--- config.mk ---
export PLATFORM = sky130hd
export DESIGN_NAME = controlUnit
export DESIGN_NICKNAME = d
export VERILOG_FILES = /design/src/hw/isaPkg.sv /design/src/hw/controlPkg.sv /design/src/hw/stateSequencer.sv /design/src/hw/controlDecoder.sv /design/src/hw/controlUnit.sv
export SDC_FILE = /design/constraint.sdc
export NUM_CORES = 1
export LEC_CHECK = 0
export ABC_AREA = 0
export BUFFER_PORTS_ARGS = -buffer_cell sky130_fd_sc_hd__buf_2
export CORE_UTILIZATION = 45
export CTS_CLUSTER_DIAMETER = 100
export DETAILED_ROUTE_END_ITERATION = 12
export MAX_ROUTING_LAYER = met4
export PLACE_DENSITY = 0.73
export SLEW_MARGIN = 20
export SYNTH_ARGS = -nofsm -noshare
export SYNTH_HDL_FRONTEND = slang
export SYNTH_HIERARCHICAL = 1
export SYNTH_SLANG_ARGS = --single-unit
--- constraint.sdc ---
create_clock -name clk -period 2.35 [get_ports clk]
set_input_delay 0.235 -clock clk [delete_from_list [all_inputs] [get_ports clk]]
set_output_delay 0.235 -clock clk [all_outputs]
set_load 0.02 [all_outputs]
--- src/hw/isaPkg.sv ---
package isaPkg;

	// Raw instruction byte as read from instruction memory
	typedef logic [7:0] opcodeT;

	// Entry states carry the code of their opcode, so fetch2 can load the
	// byte straight into the state register. Follow-on states sit in the
	// 8'hc0 to 8'hf1 range, which no opcode uses
	typedef enum logic [7:0] {
		endOp       = 8'h00,
		rstAll      = 8'h01,
		rstAc       = 8'h02,
		rstAddr     = 8'h03,
		rstGsp      = 8'h04,
		rstMc       = 8'h05,
		rstCp       = 8'h06,
		rstRp       = 8'h07,
		incGsp      = 8'h08,
		incAc       = 8'h09,
		incCp       = 8'h0a,
		incRp       = 8'h0b,
		incMc       = 8'h0c,
		incStp      = 8'h0d,
		ldAddr1     = 8'h10,
		ldAc1       = 8'h11,
		ldMulr1     = 8'h12,
		ldRp1       = 8'h13,
		ldCp1       = 8'h14,
		store       = 8'h15,
		add         = 8'h20,
		mul1        = 8'h21,
		mul2        = 8'h22,
		div         = 8'h23,
		mod         = 8'h24,
		jmpZ1       = 8'h30,
		jmpZ2       = 8'h31,
		jump1       = 8'h32,
		// Second halves of loads and store
		ldAddr2     = 8'hc0,
		ldAc2       = 8'hc1,
		ldMulr2     = 8'hc2,
		ldRp2       = 8'hc3,
		ldCp2       = 8'hc4,
		storeWrite  = 8'hc5,
		// Branch and jump steps
		jmpZ1Taken1 = 8'hd0,
		jmpZ1Taken2 = 8'hd1,
		jmpZ1Taken3 = 8'hd2,
		jmpZ1Skip1  = 8'hd3,
		jmpZ1Skip2  = 8'hd4,
		jmpZ2Taken1 = 8'hd8,
		jmpZ2Taken2 = 8'hd9,
		jmpZ2Taken3 = 8'hda,
		jmpZ2Skip1  = 8'hdb,
		jmpZ2Skip2  = 8'hdc,
		jump2       = 8'he0,
		jump3       = 8'he1,
		jump4       = 8'he2,
		fetch1      = 8'hf0,
		fetch2      = 8'hf1
	} sequencerStateT;

endpackage

--- src/hw/controlPkg.sv ---
package controlPkg;

	// ALU operation field
	typedef logic [2:0] aluOpT;
	localparam aluOpT aluNone = 3'd0;
	localparam aluOpT aluAdd  = 3'd1;
	localparam aluOpT aluMul  = 3'd2;
	localparam aluOpT aluDiv  = 3'd3;
	localparam aluOpT aluMod  = 3'd4;

	// Source driving the shared datapath bus
	typedef logic [3:0] busSelectT;
	localparam busSelectT busAc     = 4'd0;
	localparam busSelectT busMemOut = 4'd1;
	localparam busSelectT busAddr   = 4'd2;
	localparam busSelectT busMulr   = 4'd3;
	localparam busSelectT busMv     = 4'd4;
	localparam busSelectT busWv     = 4'd5;

	// Pointer register that forms the memory address
	typedef logic [1:0] addressPathT;
	localparam addressPathT pathGsp = 2'd0;
	localparam addressPathT pathStp = 2'd1;
	localparam addressPathT pathRp  = 2'd2;
	localparam addressPathT pathCp  = 2'd3;

	typedef logic [1:0] memControlT;
	localparam memControlT memIdle  = 2'd0;
	localparam memControlT memRead  = 2'd1;
	localparam memControlT memWrite = 2'd2;

	// One bit per datapath register, positions below
	localparam int regCount = 14;
	typedef logic [regCount-1:0] registerMaskT;

	localparam int regPc   = 0;
	localparam int regIr   = 1;
	localparam int regGsp  = 2;
	localparam int regRp   = 3;
	localparam int regCp   = 4;
	localparam int regStp  = 5;
	localparam int regCid  = 6;
	localparam int regEopc = 7;
	localparam int regMc   = 8;
	localparam int regMv   = 9;
	localparam int regWv   = 10;
	localparam int regMulr = 11;
	localparam int regAddr = 12;
	localparam int regAc   = 13;

endpackage

--- src/hw/stateSequencer.sv ---
module stateSequencer (
	input  logic                   clk,
	input  logic                   reset,
	input  isaPkg::opcodeT         instruction,
	input  logic                   zeroFlag1,
	input  logic                   zeroFlag2,
	output isaPkg::sequencerStateT state
);

	isaPkg::sequencerStateT nextState;

	always_comb begin
		// Single-state instructions and last steps go back to fetch
		nextState = isaPkg::fetch1;
		case (state)
			isaPkg::fetch1: nextState = isaPkg::fetch2;
			isaPkg::fetch2: begin
				// Dispatch on the fetched byte, unknown codes refetch
				case (instruction)
					isaPkg::endOp,
					isaPkg::rstAll, isaPkg::rstAc, isaPkg::rstAddr, isaPkg::rstGsp,
					isaPkg::rstMc, isaPkg::rstCp, isaPkg::rstRp,
					isaPkg::incGsp, isaPkg::incAc, isaPkg::incCp, isaPkg::incRp,
					isaPkg::incMc, isaPkg::incStp,
					isaPkg::ldAddr1, isaPkg::ldAc1, isaPkg::ldMulr1, isaPkg::ldRp1,
					isaPkg::ldCp1, isaPkg::store,
					isaPkg::add, isaPkg::mul1, isaPkg::mul2, isaPkg::div, isaPkg::mod,
					isaPkg::jmpZ1, isaPkg::jmpZ2, isaPkg::jump1:
						nextState = isaPkg::sequencerStateT'(instruction);
					default:
						nextState = isaPkg::fetch1;
				endcase
			end

			// Halt holds until reset
			isaPkg::endOp: nextState = isaPkg::endOp;

			isaPkg::ldAddr1: nextState = isaPkg::ldAddr2;
			isaPkg::ldAc1:   nextState = isaPkg::ldAc2;
			isaPkg::ldMulr1: nextState = isaPkg::ldMulr2;
			isaPkg::ldRp1:   nextState = isaPkg::ldRp2;
			isaPkg::ldCp1:   nextState = isaPkg::ldCp2;
			isaPkg::store:   nextState = isaPkg::storeWrite;

			// Z1 branch is taken on a set flag
			isaPkg::jmpZ1: begin
				if (zeroFlag1) begin
					nextState = isaPkg::jmpZ1Taken1;
				end else begin
					nextState = isaPkg::jmpZ1Skip1;
				end
			end
			isaPkg::jmpZ1Taken1: nextState = isaPkg::jmpZ1Taken2;
			isaPkg::jmpZ1Taken2: nextState = isaPkg::jmpZ1Taken3;
			isaPkg::jmpZ1Skip1:  nextState = isaPkg::jmpZ1Skip2;

			// Z2 branch is taken on a clear flag
			isaPkg::jmpZ2: begin
				if (!zeroFlag2) begin
					nextState = isaPkg::jmpZ2Taken1;
				end else begin
					nextState = isaPkg::jmpZ2Skip1;
				end
			end
			isaPkg::jmpZ2Taken1: nextState = isaPkg::jmpZ2Taken2;
			isaPkg::jmpZ2Taken2: nextState = isaPkg::jmpZ2Taken3;
			isaPkg::jmpZ2Skip1:  nextState = isaPkg::jmpZ2Skip2;

			isaPkg::jump1: nextState = isaPkg::jump2;
			isaPkg::jump2: nextState = isaPkg::jump3;
			isaPkg::jump3: nextState = isaPkg::jump4;

			default: nextState = isaPkg::fetch1;
		endcase
	end

	always_ff @(posedge clk) begin
		if (reset) begin
			state <= isaPkg::fetch1;
		end else begin
			state <= nextState;
		end
	end

endmodule

--- src/hw/controlDecoder.sv ---
module controlDecoder (
	input  logic                       clk,
	input  logic                       reset,
	input  isaPkg::sequencerStateT     state,
	output controlPkg::aluOpT          aluOp,
	output controlPkg::busSelectT      busSelect,
	output controlPkg::addressPathT    addressPath,
	output controlPkg::memControlT     memControl,
	output controlPkg::registerMaskT   writeEnable,
	output controlPkg::registerMaskT   incrementEnable,
	output controlPkg::registerMaskT   resetEnable
);

	// One-hot mask for a single register position
	function automatic controlPkg::registerMaskT regBit(input int position);
		return controlPkg::registerMaskT'(1) << position;
	endfunction

	// Everything except PC and IR
	localparam controlPkg::registerMaskT clearAllMask =
		regBit(controlPkg::regGsp) | regBit(controlPkg::regRp) |
		regBit(controlPkg::regCp) | regBit(controlPkg::regStp) |
		regBit(controlPkg::regCid) | regBit(controlPkg::regEopc) |
		regBit(controlPkg::regMc) | regBit(controlPkg::regMv) |
		regBit(controlPkg::regWv) | regBit(controlPkg::regMulr) |
		regBit(controlPkg::regAddr) | regBit(controlPkg::regAc);

	controlPkg::aluOpT        nextAluOp;
	controlPkg::busSelectT    nextBusSelect;
	controlPkg::addressPathT  nextAddressPath;
	controlPkg::memControlT   nextMemControl;
	controlPkg::registerMaskT nextWrite;
	controlPkg::registerMaskT nextIncrement;
	controlPkg::registerMaskT nextReset;

	always_comb begin
		// Idle word, overridden below per state
		nextAluOp       = controlPkg::aluNone;
		nextBusSelect   = controlPkg::busAc;
		nextAddressPath = controlPkg::pathGsp;
		nextMemControl  = controlPkg::memIdle;
		nextWrite       = '0;
		nextIncrement   = '0;
		nextReset       = '0;

		case (state)
			isaPkg::fetch1: nextAddressPath = controlPkg::pathStp;
			isaPkg::fetch2: begin
				nextIncrement = regBit(controlPkg::regPc);
				nextWrite     = regBit(controlPkg::regIr);
			end

			isaPkg::rstAll:  nextReset = clearAllMask;
			isaPkg::rstAc:   nextReset = regBit(controlPkg::regAc);
			isaPkg::rstAddr: nextReset = regBit(controlPkg::regAddr);
			isaPkg::rstGsp:  nextReset = regBit(controlPkg::regGsp);
			isaPkg::rstMc:   nextReset = regBit(controlPkg::regMc);
			isaPkg::rstCp:   nextReset = regBit(controlPkg::regCp);
			isaPkg::rstRp:   nextReset = regBit(controlPkg::regRp);

			isaPkg::incGsp: nextIncrement = regBit(controlPkg::regGsp);
			isaPkg::incAc:  nextIncrement = regBit(controlPkg::regAc);
			isaPkg::incCp:  nextIncrement = regBit(controlPkg::regCp);
			isaPkg::incRp:  nextIncrement = regBit(controlPkg::regRp);
			isaPkg::incMc:  nextIncrement = regBit(controlPkg::regMc);
			isaPkg::incStp: nextIncrement = regBit(controlPkg::regStp);

			// Load first halves read memory through GSP unless noted
			isaPkg::ldAddr1, isaPkg::ldAc1, isaPkg::ldMulr1:
				nextMemControl = controlPkg::memRead;
			isaPkg::ldRp1: begin
				nextMemControl  = controlPkg::memRead;
				nextAddressPath = controlPkg::pathRp;
			end
			isaPkg::ldCp1: begin
				nextMemControl  = controlPkg::memRead;
				nextAddressPath = controlPkg::pathCp;
			end

			// Second halves latch memory output into the target
			isaPkg::ldAddr2: begin
				nextBusSelect = controlPkg::busMemOut;
				nextWrite     = regBit(controlPkg::regAddr);
			end
			isaPkg::ldAc2, isaPkg::ldCp2: begin
				nextBusSelect = controlPkg::busMemOut;
				nextWrite     = regBit(controlPkg::regAc);
			end
			isaPkg::ldMulr2, isaPkg::ldRp2: begin
				nextBusSelect = controlPkg::busMemOut;
				nextWrite     = regBit(controlPkg::regMulr);
			end

			isaPkg::store: nextAddressPath = controlPkg::pathStp;
			isaPkg::storeWrite: begin
				nextAddressPath = controlPkg::pathStp;
				nextMemControl  = controlPkg::memWrite;
			end

			isaPkg::add: begin
				nextAluOp     = controlPkg::aluAdd;
				nextBusSelect = controlPkg::busAddr;
			end
			isaPkg::mul1: begin
				nextAluOp     = controlPkg::aluMul;
				nextBusSelect = controlPkg::busMulr;
			end
			isaPkg::mul2: begin
				nextAluOp     = controlPkg::aluMul;
				nextBusSelect = controlPkg::busMv;
			end
			isaPkg::div: begin
				nextAluOp     = controlPkg::aluDiv;
				nextBusSelect = controlPkg::busWv;
			end
			isaPkg::mod: begin
				nextAluOp     = controlPkg::aluMod;
				nextBusSelect = controlPkg::busWv;
			end

			// Taken branch reloads IR, then PC
			isaPkg::jmpZ1Taken1, isaPkg::jmpZ2Taken1:
				nextWrite = regBit(controlPkg::regIr);
			isaPkg::jmpZ1Taken2, isaPkg::jmpZ2Taken2, isaPkg::jump3:
				nextWrite = regBit(controlPkg::regPc);
			// Skip steps past the target operand
			isaPkg::jmpZ1Skip1, isaPkg::jmpZ2Skip1: begin
				nextIncrement = regBit(controlPkg::regPc);
				nextWrite     = regBit(controlPkg::regIr);
			end

			default: ;
		endcase
	end

	always_ff @(posedge clk) begin
		if (reset) begin
			aluOp           <= controlPkg::aluNone;
			busSelect       <= controlPkg::busAc;
			addressPath     <= controlPkg::pathGsp;
			memControl      <= controlPkg::memIdle;
			writeEnable     <= '0;
			incrementEnable <= '0;
			resetEnable     <= '0;
		end else begin
			aluOp           <= nextAluOp;
			busSelect       <= nextBusSelect;
			addressPath     <= nextAddressPath;
			memControl      <= nextMemControl;
			writeEnable     <= nextWrite;
			incrementEnable <= nextIncrement;
			resetEnable     <= nextReset;
		end
	end

endmodule

--- src/hw/controlUnit.sv ---
module controlUnit (
	input  logic                       clk,
	input  logic                       reset,
	input  isaPkg::opcodeT             instruction,
	input  logic                       zeroFlag1,
	input  logic                       zeroFlag2,
	output controlPkg::aluOpT          aluOp,
	output controlPkg::busSelectT      busSelect,
	output controlPkg::addressPathT    addressPath,
	output controlPkg::memControlT     memControl,
	output controlPkg::registerMaskT   writeEnable,
	output controlPkg::registerMaskT   incrementEnable,
	output controlPkg::registerMaskT   resetEnable
);

	// Current microstate, its control word shows up one cycle later
	isaPkg::sequencerStateT state;

	stateSequencer sequencer_i (
		.clk         (clk),
		.reset       (reset),
		.instruction (instruction),
		.zeroFlag1   (zeroFlag1),
		.zeroFlag2   (zeroFlag2),
		.state       (state)
	);

	controlDecoder decoder_i (
		.clk             (clk),
		.reset           (reset),
		.state           (state),
		.aluOp           (aluOp),
		.busSelect       (busSelect),
		.addressPath     (addressPath),
		.memControl      (memControl),
		.writeEnable     (writeEnable),
		.incrementEnable (incrementEnable),
		.resetEnable     (resetEnable)
	);

endmodule

### After elaboration in Yosys (flattened, before gate mapping)

Index checks and enable logic that the tools add are counted.

| operators by class | value |
|---|---|
| add/subtract/negate cells | 0 |
| multipliers | 0 |
| div/mod/pow operators | 0 |
| order comparisons | 0 |
| equality and inequality tests | 70 |
| shift operators | 0 |
| muxes and demuxes | 11 |
| bitwise operators | 0 |
| reduce and logical (&&, ||, !) cells | 13 |

Operators by type and width:

| kind | number |
|---|---|
| one-hot mux 14 bit (7 select lines) | 2 |
| one-hot mux 8 bit (20 select lines) | 1 |
| equality test 8 x 6 -> 1 bit (second input constant) | 16 |
| equality test 8 bit (second input constant) | 16 |
| equality test 8 x 4 -> 1 bit (second input constant) | 12 |
| equality test 8 x 5 -> 1 bit (second input constant) | 12 |
| one-hot mux 14 bit (5 select lines) | 1 |
| equality test 8 x 3 -> 1 bit (second input constant) | 8 |
| equality test 8 x 2 -> 1 bit (second input constant) | 4 |
| OR reduction 28 bit | 1 |
| equality test 8 x 1 -> 1 bit (second input constant) | 2 |
| zero test 8 bit | 2 |
| one-hot mux 3 bit (5 select lines) | 1 |
| OR reduction 5 bit | 3 |
| one-hot mux 3 bit (4 select lines) | 1 |
| OR reduction 3 bit | 3 |
| two-way mux 8 bit | 1 |
| OR reduction 2 bit | 4 |
| one-hot mux 2 bit (3 select lines) | 1 |
| two-way mux 2 bit | 2 |
| one-hot mux 2 bit (2 select lines) | 1 |

| word-level totals | value |
|---|---|
| bits in registers | 61 |
| bits in latches | 0 |
| RAM bits | 0 |
| memory bits (read-only) | 0 |
| input bits | 12 |
| output and inout port bits | 53 |
| word-level logic and storage cells | 102 |
| memories kept | 0 |

### Depth between registers and ports, before layout

Gate-level depths: netlist of run 1.

| logic depth | value |
|---|---|
| word-level depth | 4 |
| mapped depth | 6 |
| gate-level depth less buffers | 5 |

### By module

Netlist of run 1, hierarchy kept.

Modules (own cells, without submodules):

| module | instances | cells each | area an instance (sq um) | sequential area each (sq um) |
|---|---|---|---|---|
| controlDecoder | 1 | 138 | 1,231.2 | 580.6 |
| stateSequencer | 1 | 89 | 676.9 | 160.2 |

### Worst setup path after synthesis of run 1

OpenSTA, ideal clock, no wires.

| timing path | value |
|---|---|
| kind | register to register |
| start point | reg sequencer_i.state[7] |
| end point | reg sequencer_i.state[5] |
| setup time | 0.127 ns |
| arrival | 1.995 ns |
| required time | 2.223 ns |
| setup slack | 0.228 ns |
| cell stages (with the launch flop) | 7 |
| path buffers | 1 |
| period minus slack after synthesis | 2.122 ns |
| cell sequence | dfxtp_1 > buf_6 > or3b_4 > a2111o_1 > o32ai_4 > nor2_2 > or3_1 |

| on the way | value |
|---|---|
| word-level cells in the longest chain between the ends | 2 |
| elaborated cells between the ends (all ways) | 21 |
| classes of those cells | eq/ne (19); mux (1); reduce/logical (1) |

RTL lines:

| item | line | RTL |
|---|---|---|
| start: declaration | stateSequencer.sv:7 | `output isaPkg::sequencerStateT state` |
| start signal: assignment | stateSequencer.sv:79 | `state <= isaPkg::fetch1;` |
| start signal: assignment | stateSequencer.sv:81 | `state <= nextState;` |
| equality test 8 bit (tied with other cells) | stateSequencer.sv:15 | `case (state)` |
| one-hot mux 8 bit (20 select lines) (*) | stateSequencer.sv:15 |  |

Mark *: on every way between the ends. The rest lies on a longest branch, timed or not.
A chain may end at the register's enable or synchronous reset.

### Final worst setup path of run 1

| timing path | value |
|---|---|
| start point | reg sequencer_i.state[5] |
| end point | reg sequencer_i.state[5] |

Same word-level chain as after synthesis.

==> qor.yml, run 1 <==
outcome: "complete, no violations"
synth-edff-count: 0
ant_nets: 0
path_class: "reg -> reg"
grt_max_degree: 18
drt-initial-drc-count: 126
hold_buffers: 0
regArea_um2: 740.7
max-slew-margin-rel_pct: 61.89
cts_sinks: 37
track_usage_pct: 19.74
core-area_um2: 4029
cp-end-kind: "flip-flop"
crit_buf_inv: 0
hpwl_mm: 2.955
fin_area_um2: 2165
synthCells: 227
cts_setup_buffers: 0
dieArea_um2: 4504
htreeDepth: 2
arrival_ps: 2280
ctsResizeCount: 0
crit_fanout: 17
diodes: 0
clkLatencyLatePin_ps: 290
num_rows: 23
area_growth_pct: 13.44
viasPerCell: 5.314
drt_first_pass_iters: 4
crit_family: "simple AND/OR/NAND/NOR gates"
final_cell_count_no_fill: 318
finalCriticalPeriod_ps: 2093
path_clk_slew_ps: 80
max_stage_delay_ps: 610
setup_tns_ps: 0
rsz0062_at_grt: "false"
routabilityCongestion: 0.9151
cts_tree: "yes"
vdd_ir_drop_max_v: 0.0005916
synth_top_family_by_area: "simple AND/OR/NAND/NOR gates"
drive_gt1_share_pct: 24.25
die_y_um: 67.12
async_flop_share_pct: 0
grt_pass1_vias: 1375
antenna_found_initial: 0
synth.distinct_cells: 52
dp.cells: 311
synth-simple-area-share_pct: 29.77
fin_nets: 280
die_x_um: 67.12
fin_skew_ps: 11.38
fillers: 421
portBuffers: 45
worstMarginPinSlew_ps: 570.9
utilization_pct: 53.73
synth_compound_gate_area_share_pct: 16.52
slew_viol_final: 0
yosysWarnings: 6
worst_path_max_delay_cell: "dfxtp_1"
crit_chain: "nor4b_1 > o21ai_0 > a311oi_1 > nor2_2 > or3_1"
timing.final.hold_violations: 0
syn_avg_cell_area_um2: 8.406
hold_class: "in -> reg"
startpoint_type: "flip-flop"
io_pins: 65
muxShareOfSynthArea_pct: 0
power.leakage_uw: 0.0009368
synthAdderAreaFrac_pct: 0
max_freq_ghz: 0.4779
yosysSeqAreaShare_pct: 38.82
drc: 0
fin_crit_sh_pct: 89.05
cts_max_path_buffers: 2
place_area_um2: 2074
ys_ff_latch: 37
finalSetupViolations: 0
start_util_pct: 47.36
cts_buffers: 5
multi_input_comb_area_um2: 963.4
postRouteWirelength_mm: 4.048
grt_pass1_wl_mm: 6.403
ys.flop_type: "dfxtp_1"
clockRootBuffer: "clkbuf_8"
vias: 1690
post_drt_wl_per_cell_um: 12.73
netlist_area_um2: 1908
required_ps: 2530
power_uw: 2078
synth_xor_area_share_pct: 0.4590
power_density_nw_per_um2: 960.2
cap_violations: 0
grt_overflow: 0
-- kinds of logic (layout without fill, tap and decap cells) --
family,count (synthesis),in the layout
AO/OA/AOI/OAI,42,42
flip-flops,37,37
buffers and inverters,42,65
other,1,19
AND/OR/NAND/NOR,104,104
XOR/XNOR,1,1
-- cell usage after synthesis, types with 2 or more instances --
library cell,number,share of area (%)
dfxtp_1,37,39
nor2_1,27,5.3
buf_4,24,9.4
nor3_1,14,3.7
a21oi_1,12,3.1
nand2_1,10,2.0
clkbuf_1,9,1.8
nand3_1,9,2.4
nor2b_1,8,2.6
a22oi_1,5,2.0
or3_1,5,1.6
inv_1,4,0.79
nand2b_1,4,1.3
a211oi_1,3,1.2
buf_6,3,1.8
nand4_1,3,0.98
nor3b_1,3,1.2
or2_1,3,0.98
or4_1,3,1.2
a211o_1,2,0.92
nor4_1,2,0.66
nor4b_1,2,0.92
nor4bb_1,2,1.0
o21ai_0,2,0.52
o21ai_1,2,0.52
o22a_1,2,0.92
o311ai_0,2,0.92
-- stage by stage --
stage	setup WS, ps	hold slack [ps]
after global placement	325.5	526.6
after global routing	151.6	225.0
after floorplan	227.9	304.1
final	257.4	218.6
after CTS	262.4	213.8
after detailed placement	272.1	523.9
-- final timing paths --
path | startpoint | endpoint | slack [ps] | depth (start not counted)
setup / recovery | sequencer_i/state[5] | sequencer_i/state[5] | 260 | 5
hold / removal | instruction[0] | sequencer_i/state[0] | 220 | 3
setup reg to reg | sequencer_i/state[5] | sequencer_i/state[5] | 260 | 5
hold reg to reg | sequencer_i/state[7] | decoder_i/writeEnable[0] | 670 | 3
-- tightest hold or removal path, delay by kind of cell --
kind,cells,cell delay [ps]
buf+inv,1,110
simple gates,1,60
compound gates,1,60
-- report_power, final --
part	switching [µW]	internal, µW	leakage (µW)	total [µW]
Sequential	90.8	689	0.000299	780
Combinational	513	338	0.000594	852
Clock	215	231	0.0000433	447
Total	819	1260	0.000937	2080
-- layer usage --
layer  share of wire (%)  vias to the layer above  global-route usage [%]  wire (µm)
met5                   0                        -                       -          0
met4                 1.5                        0                   8.777         60
met3                 7.6                        7                   3.767        309
met2                  47                       69                   31.25       1917
met1                  44                      768                   24.10       1761
li1                    -                      846                       -          -
-- layout make-up --
class | instances | area share [%]
Tap cell | 50 | 2.890
Clock inverter | 1 | 0.3468
Clock buffer | 6 | 3.815
Inverter | 4 | 0.6936
Sequential cell | 37 | 34.22
Timing Repair Buffer | 54 | 13.53
Multi-Input combinational cell | 166 | 44.51
-- state kept, by name (all words and copies together) (netlist names) --
| name | flops |
|---|---|
| decoder_i/busSelect | 3 |
| decoder_i/aluOp | 3 |
| decoder_i/memControl | 2 |
| decoder_i/resetEnable | 7 |
| sequencer_i/state | 8 |
| decoder_i/addressPath | 2 |
| decoder_i/incrementEnable | 7 |
| decoder_i/writeEnable | 5 |
-- layout by cell type, fill, tap and decap left out, drive strengths merged, types with 2 or more instances in the layout --
master / instances
buf: 54
dfxtp: 37
nor2: 28
conb: 19
nor3: 15
a21oi: 12
nand2: 10
nand3: 9
nor2b: 8
clkbuf: 6
or3: 5
a22oi: 5
nand2b: 4
inv: 4
o21ai: 4
or2: 3
nand4: 3
nor3b: 3
or4: 3
a211oi: 3
o311ai: 3
o22a: 2
nor4: 2
a211o: 2
nor4b: 2
nor4bb: 2
(Power assumes the default switching activity.)
==> inputs of run 2 (changes only) <==
Settings changed: MAX_ROUTING_LAYER met4 to unset.
==> run 2 against run 1 <==
Compared with the run above: sequential share of layout area did not move; largest power group unchanged; non-clock buffer count rose by 1; critical path depth did not move; critical endpoint unchanged; largest cell class unchanged.
==> qor.yml, run 2 (synthesis gave the netlist of run 1 again) <==
wl_met2_mm: 1.814
ant_nets: 0
hpwl_mm: 2.899
power_density_nw_per_um2: 953.3
outcome: "complete, no violations"
grt_max_degree: 18
antenna_found_initial: 0
top_layer: "met4"
utilization_pct: 53.73
diodes: 0
start_util_pct: 47.36
die_x_um: 67.12
drc: 0
r2r-end: "sequencer_i/state[5]"
drive_gt1_share_pct: 24.44
fin_skew_ps: 9.193
postRouteWirelength_mm: 3.987
finalCriticalPeriod_ps: 2067
reg2reg_depth: 5
crit_path_end: "sequencer_i/state[5]"
dieArea_um2: 4504
viasPerCell: 5.372
die_y_um: 67.12
core-area_um2: 4029
cts_tree: "yes"
mostFrequentLayoutCells: "45 x buf_2, 37 x dfxtp_1, 27 x nor2_1, 19 x conb_1, 14 x nor3_1"
path_clk_slew_ps: 70
arrival_ps: 2240
worstMarginPinSlew_ps: 571.1
cts_setup_buffers: 0
htreeDepth: 2
power.leakage_uw: 0.0009428
top_regs: "sequencer_i/state (8), decoder_i/incrementEnable (7), decoder_i/resetEnable (7)"
cts_max_path_buffers: 2
grt_pass1_vias: 1352
dp.cells: 312
hold_buffers: 0
path_class: "reg -> reg"
io_pins: 65
final_common_cell: "buf_2"
hold_class: "in -> reg"
clkLatencyLatePin_ps: 290
cp-end-kind: "flip-flop"
route.met3.wl_um: 349
portBuffers: 45
wl_met1_mm: 1.764
grt_overflow: 0
place_area_um2: 2082
drt_first_pass_iters: 4
crit_fanout: 7
num_rows: 23
grt_pass1_wl_mm: 6.216
final_cell_count_no_fill: 320
ctsResizeCount: 0
max_freq_ghz: 0.4838
max_flop_register: "sequencer_i/state"
timing.rr.start: "sequencer_i/state[7]"
area_growth_pct: 13.44
clockRootBuffer: "clkbuf_8"
cts_sinks: 37
slew_viol_final: 0
vdd_ir_drop_max_v: 0.0007260
track_usage_pct: 18.51
power_uw: 2063
vias: 1719
rsz0062_at_grt: "false"
required_ps: 2530
cap_violations: 0
drt-initial-drc-count: 137
max-slew-margin-rel_pct: 61.87
routabilityCongestion: 0.8863
timing.final.hold_violations: 0
setup_tns_ps: 0
startpoint: "sequencer_i/state[7]"
fillers: 383
finalSetupViolations: 0
fin_area_um2: 2165
cts_buffers: 5
startpoint_type: "flip-flop"
post_drt_wl_per_cell_um: 12.46
fin_nets: 281
rrSetupSlack_ps: 280
fin_crit_sh_pct: 87.96
largest_reg_flops: 8
-- run 2: area by class of cell --
type                            instances  area (µm²)  area share [%]
Inverter                                4       15.01          0.6936
Multi-Input combinational cell        166       963.4           44.51
Clock inverter                          2       10.01          0.4624
Sequential cell                        37       740.7           34.22
Timing Repair Buffer                   55       300.3           13.87
Tap cell                               50       62.56           2.890
Clock buffer                            6       72.57           3.353
-- run 2: worst min-delay path by stage --
stage,from,endpoint,depth (start not counted)
global route,instruction[0],sequencer_i/state[0],3
CTS,instruction[0],sequencer_i/state[0],3
global placement,instruction[0],sequencer_i/state[0],3
floorplan,reset,decoder_i/writeEnable[1],1
detailed placement,instruction[0],sequencer_i/state[0],3
finish,instruction[0],sequencer_i/state[0],3
-- run 2: power by group --
| part | internal (µW) | total [µW] | switching (µW) | leakage, µW |
|---|---|---|---|---|
| clock | 205 | 418 | 213 | 0.0000450 |
| combinational | 349 | 886 | 537 | 0.000598 |
| sequential | 690 | 760 | 69.9 | 0.000299 |
-- run 2: stage by stage --
stage                     hold WS (ps)  setup WS [ps]
after CTS                        217.6          289.0
after floorplan                  304.1          227.9
after global placement           525.4          323.8
after detailed placement         527.9          301.0
after global routing             219.2          178.2
final                            218.6          283.0
-- run 2: per-layer routing --
layer | vias to the layer above | GRT usage, %
met2 | 83 | 28.50
met4 | 0 | 7.447
li1 | 857 | -
met1 | 771 | 23.94
met5 | - | 0
met3 | 8 | 5.479
-- run 2: critical path, cell delays in order (launching register included) --
cell and delay [ps]:
dfxtp_1 360, or3b_4 430, a2111o_1 430, o32ai_4 260, nor2_2 110, or3_1 370
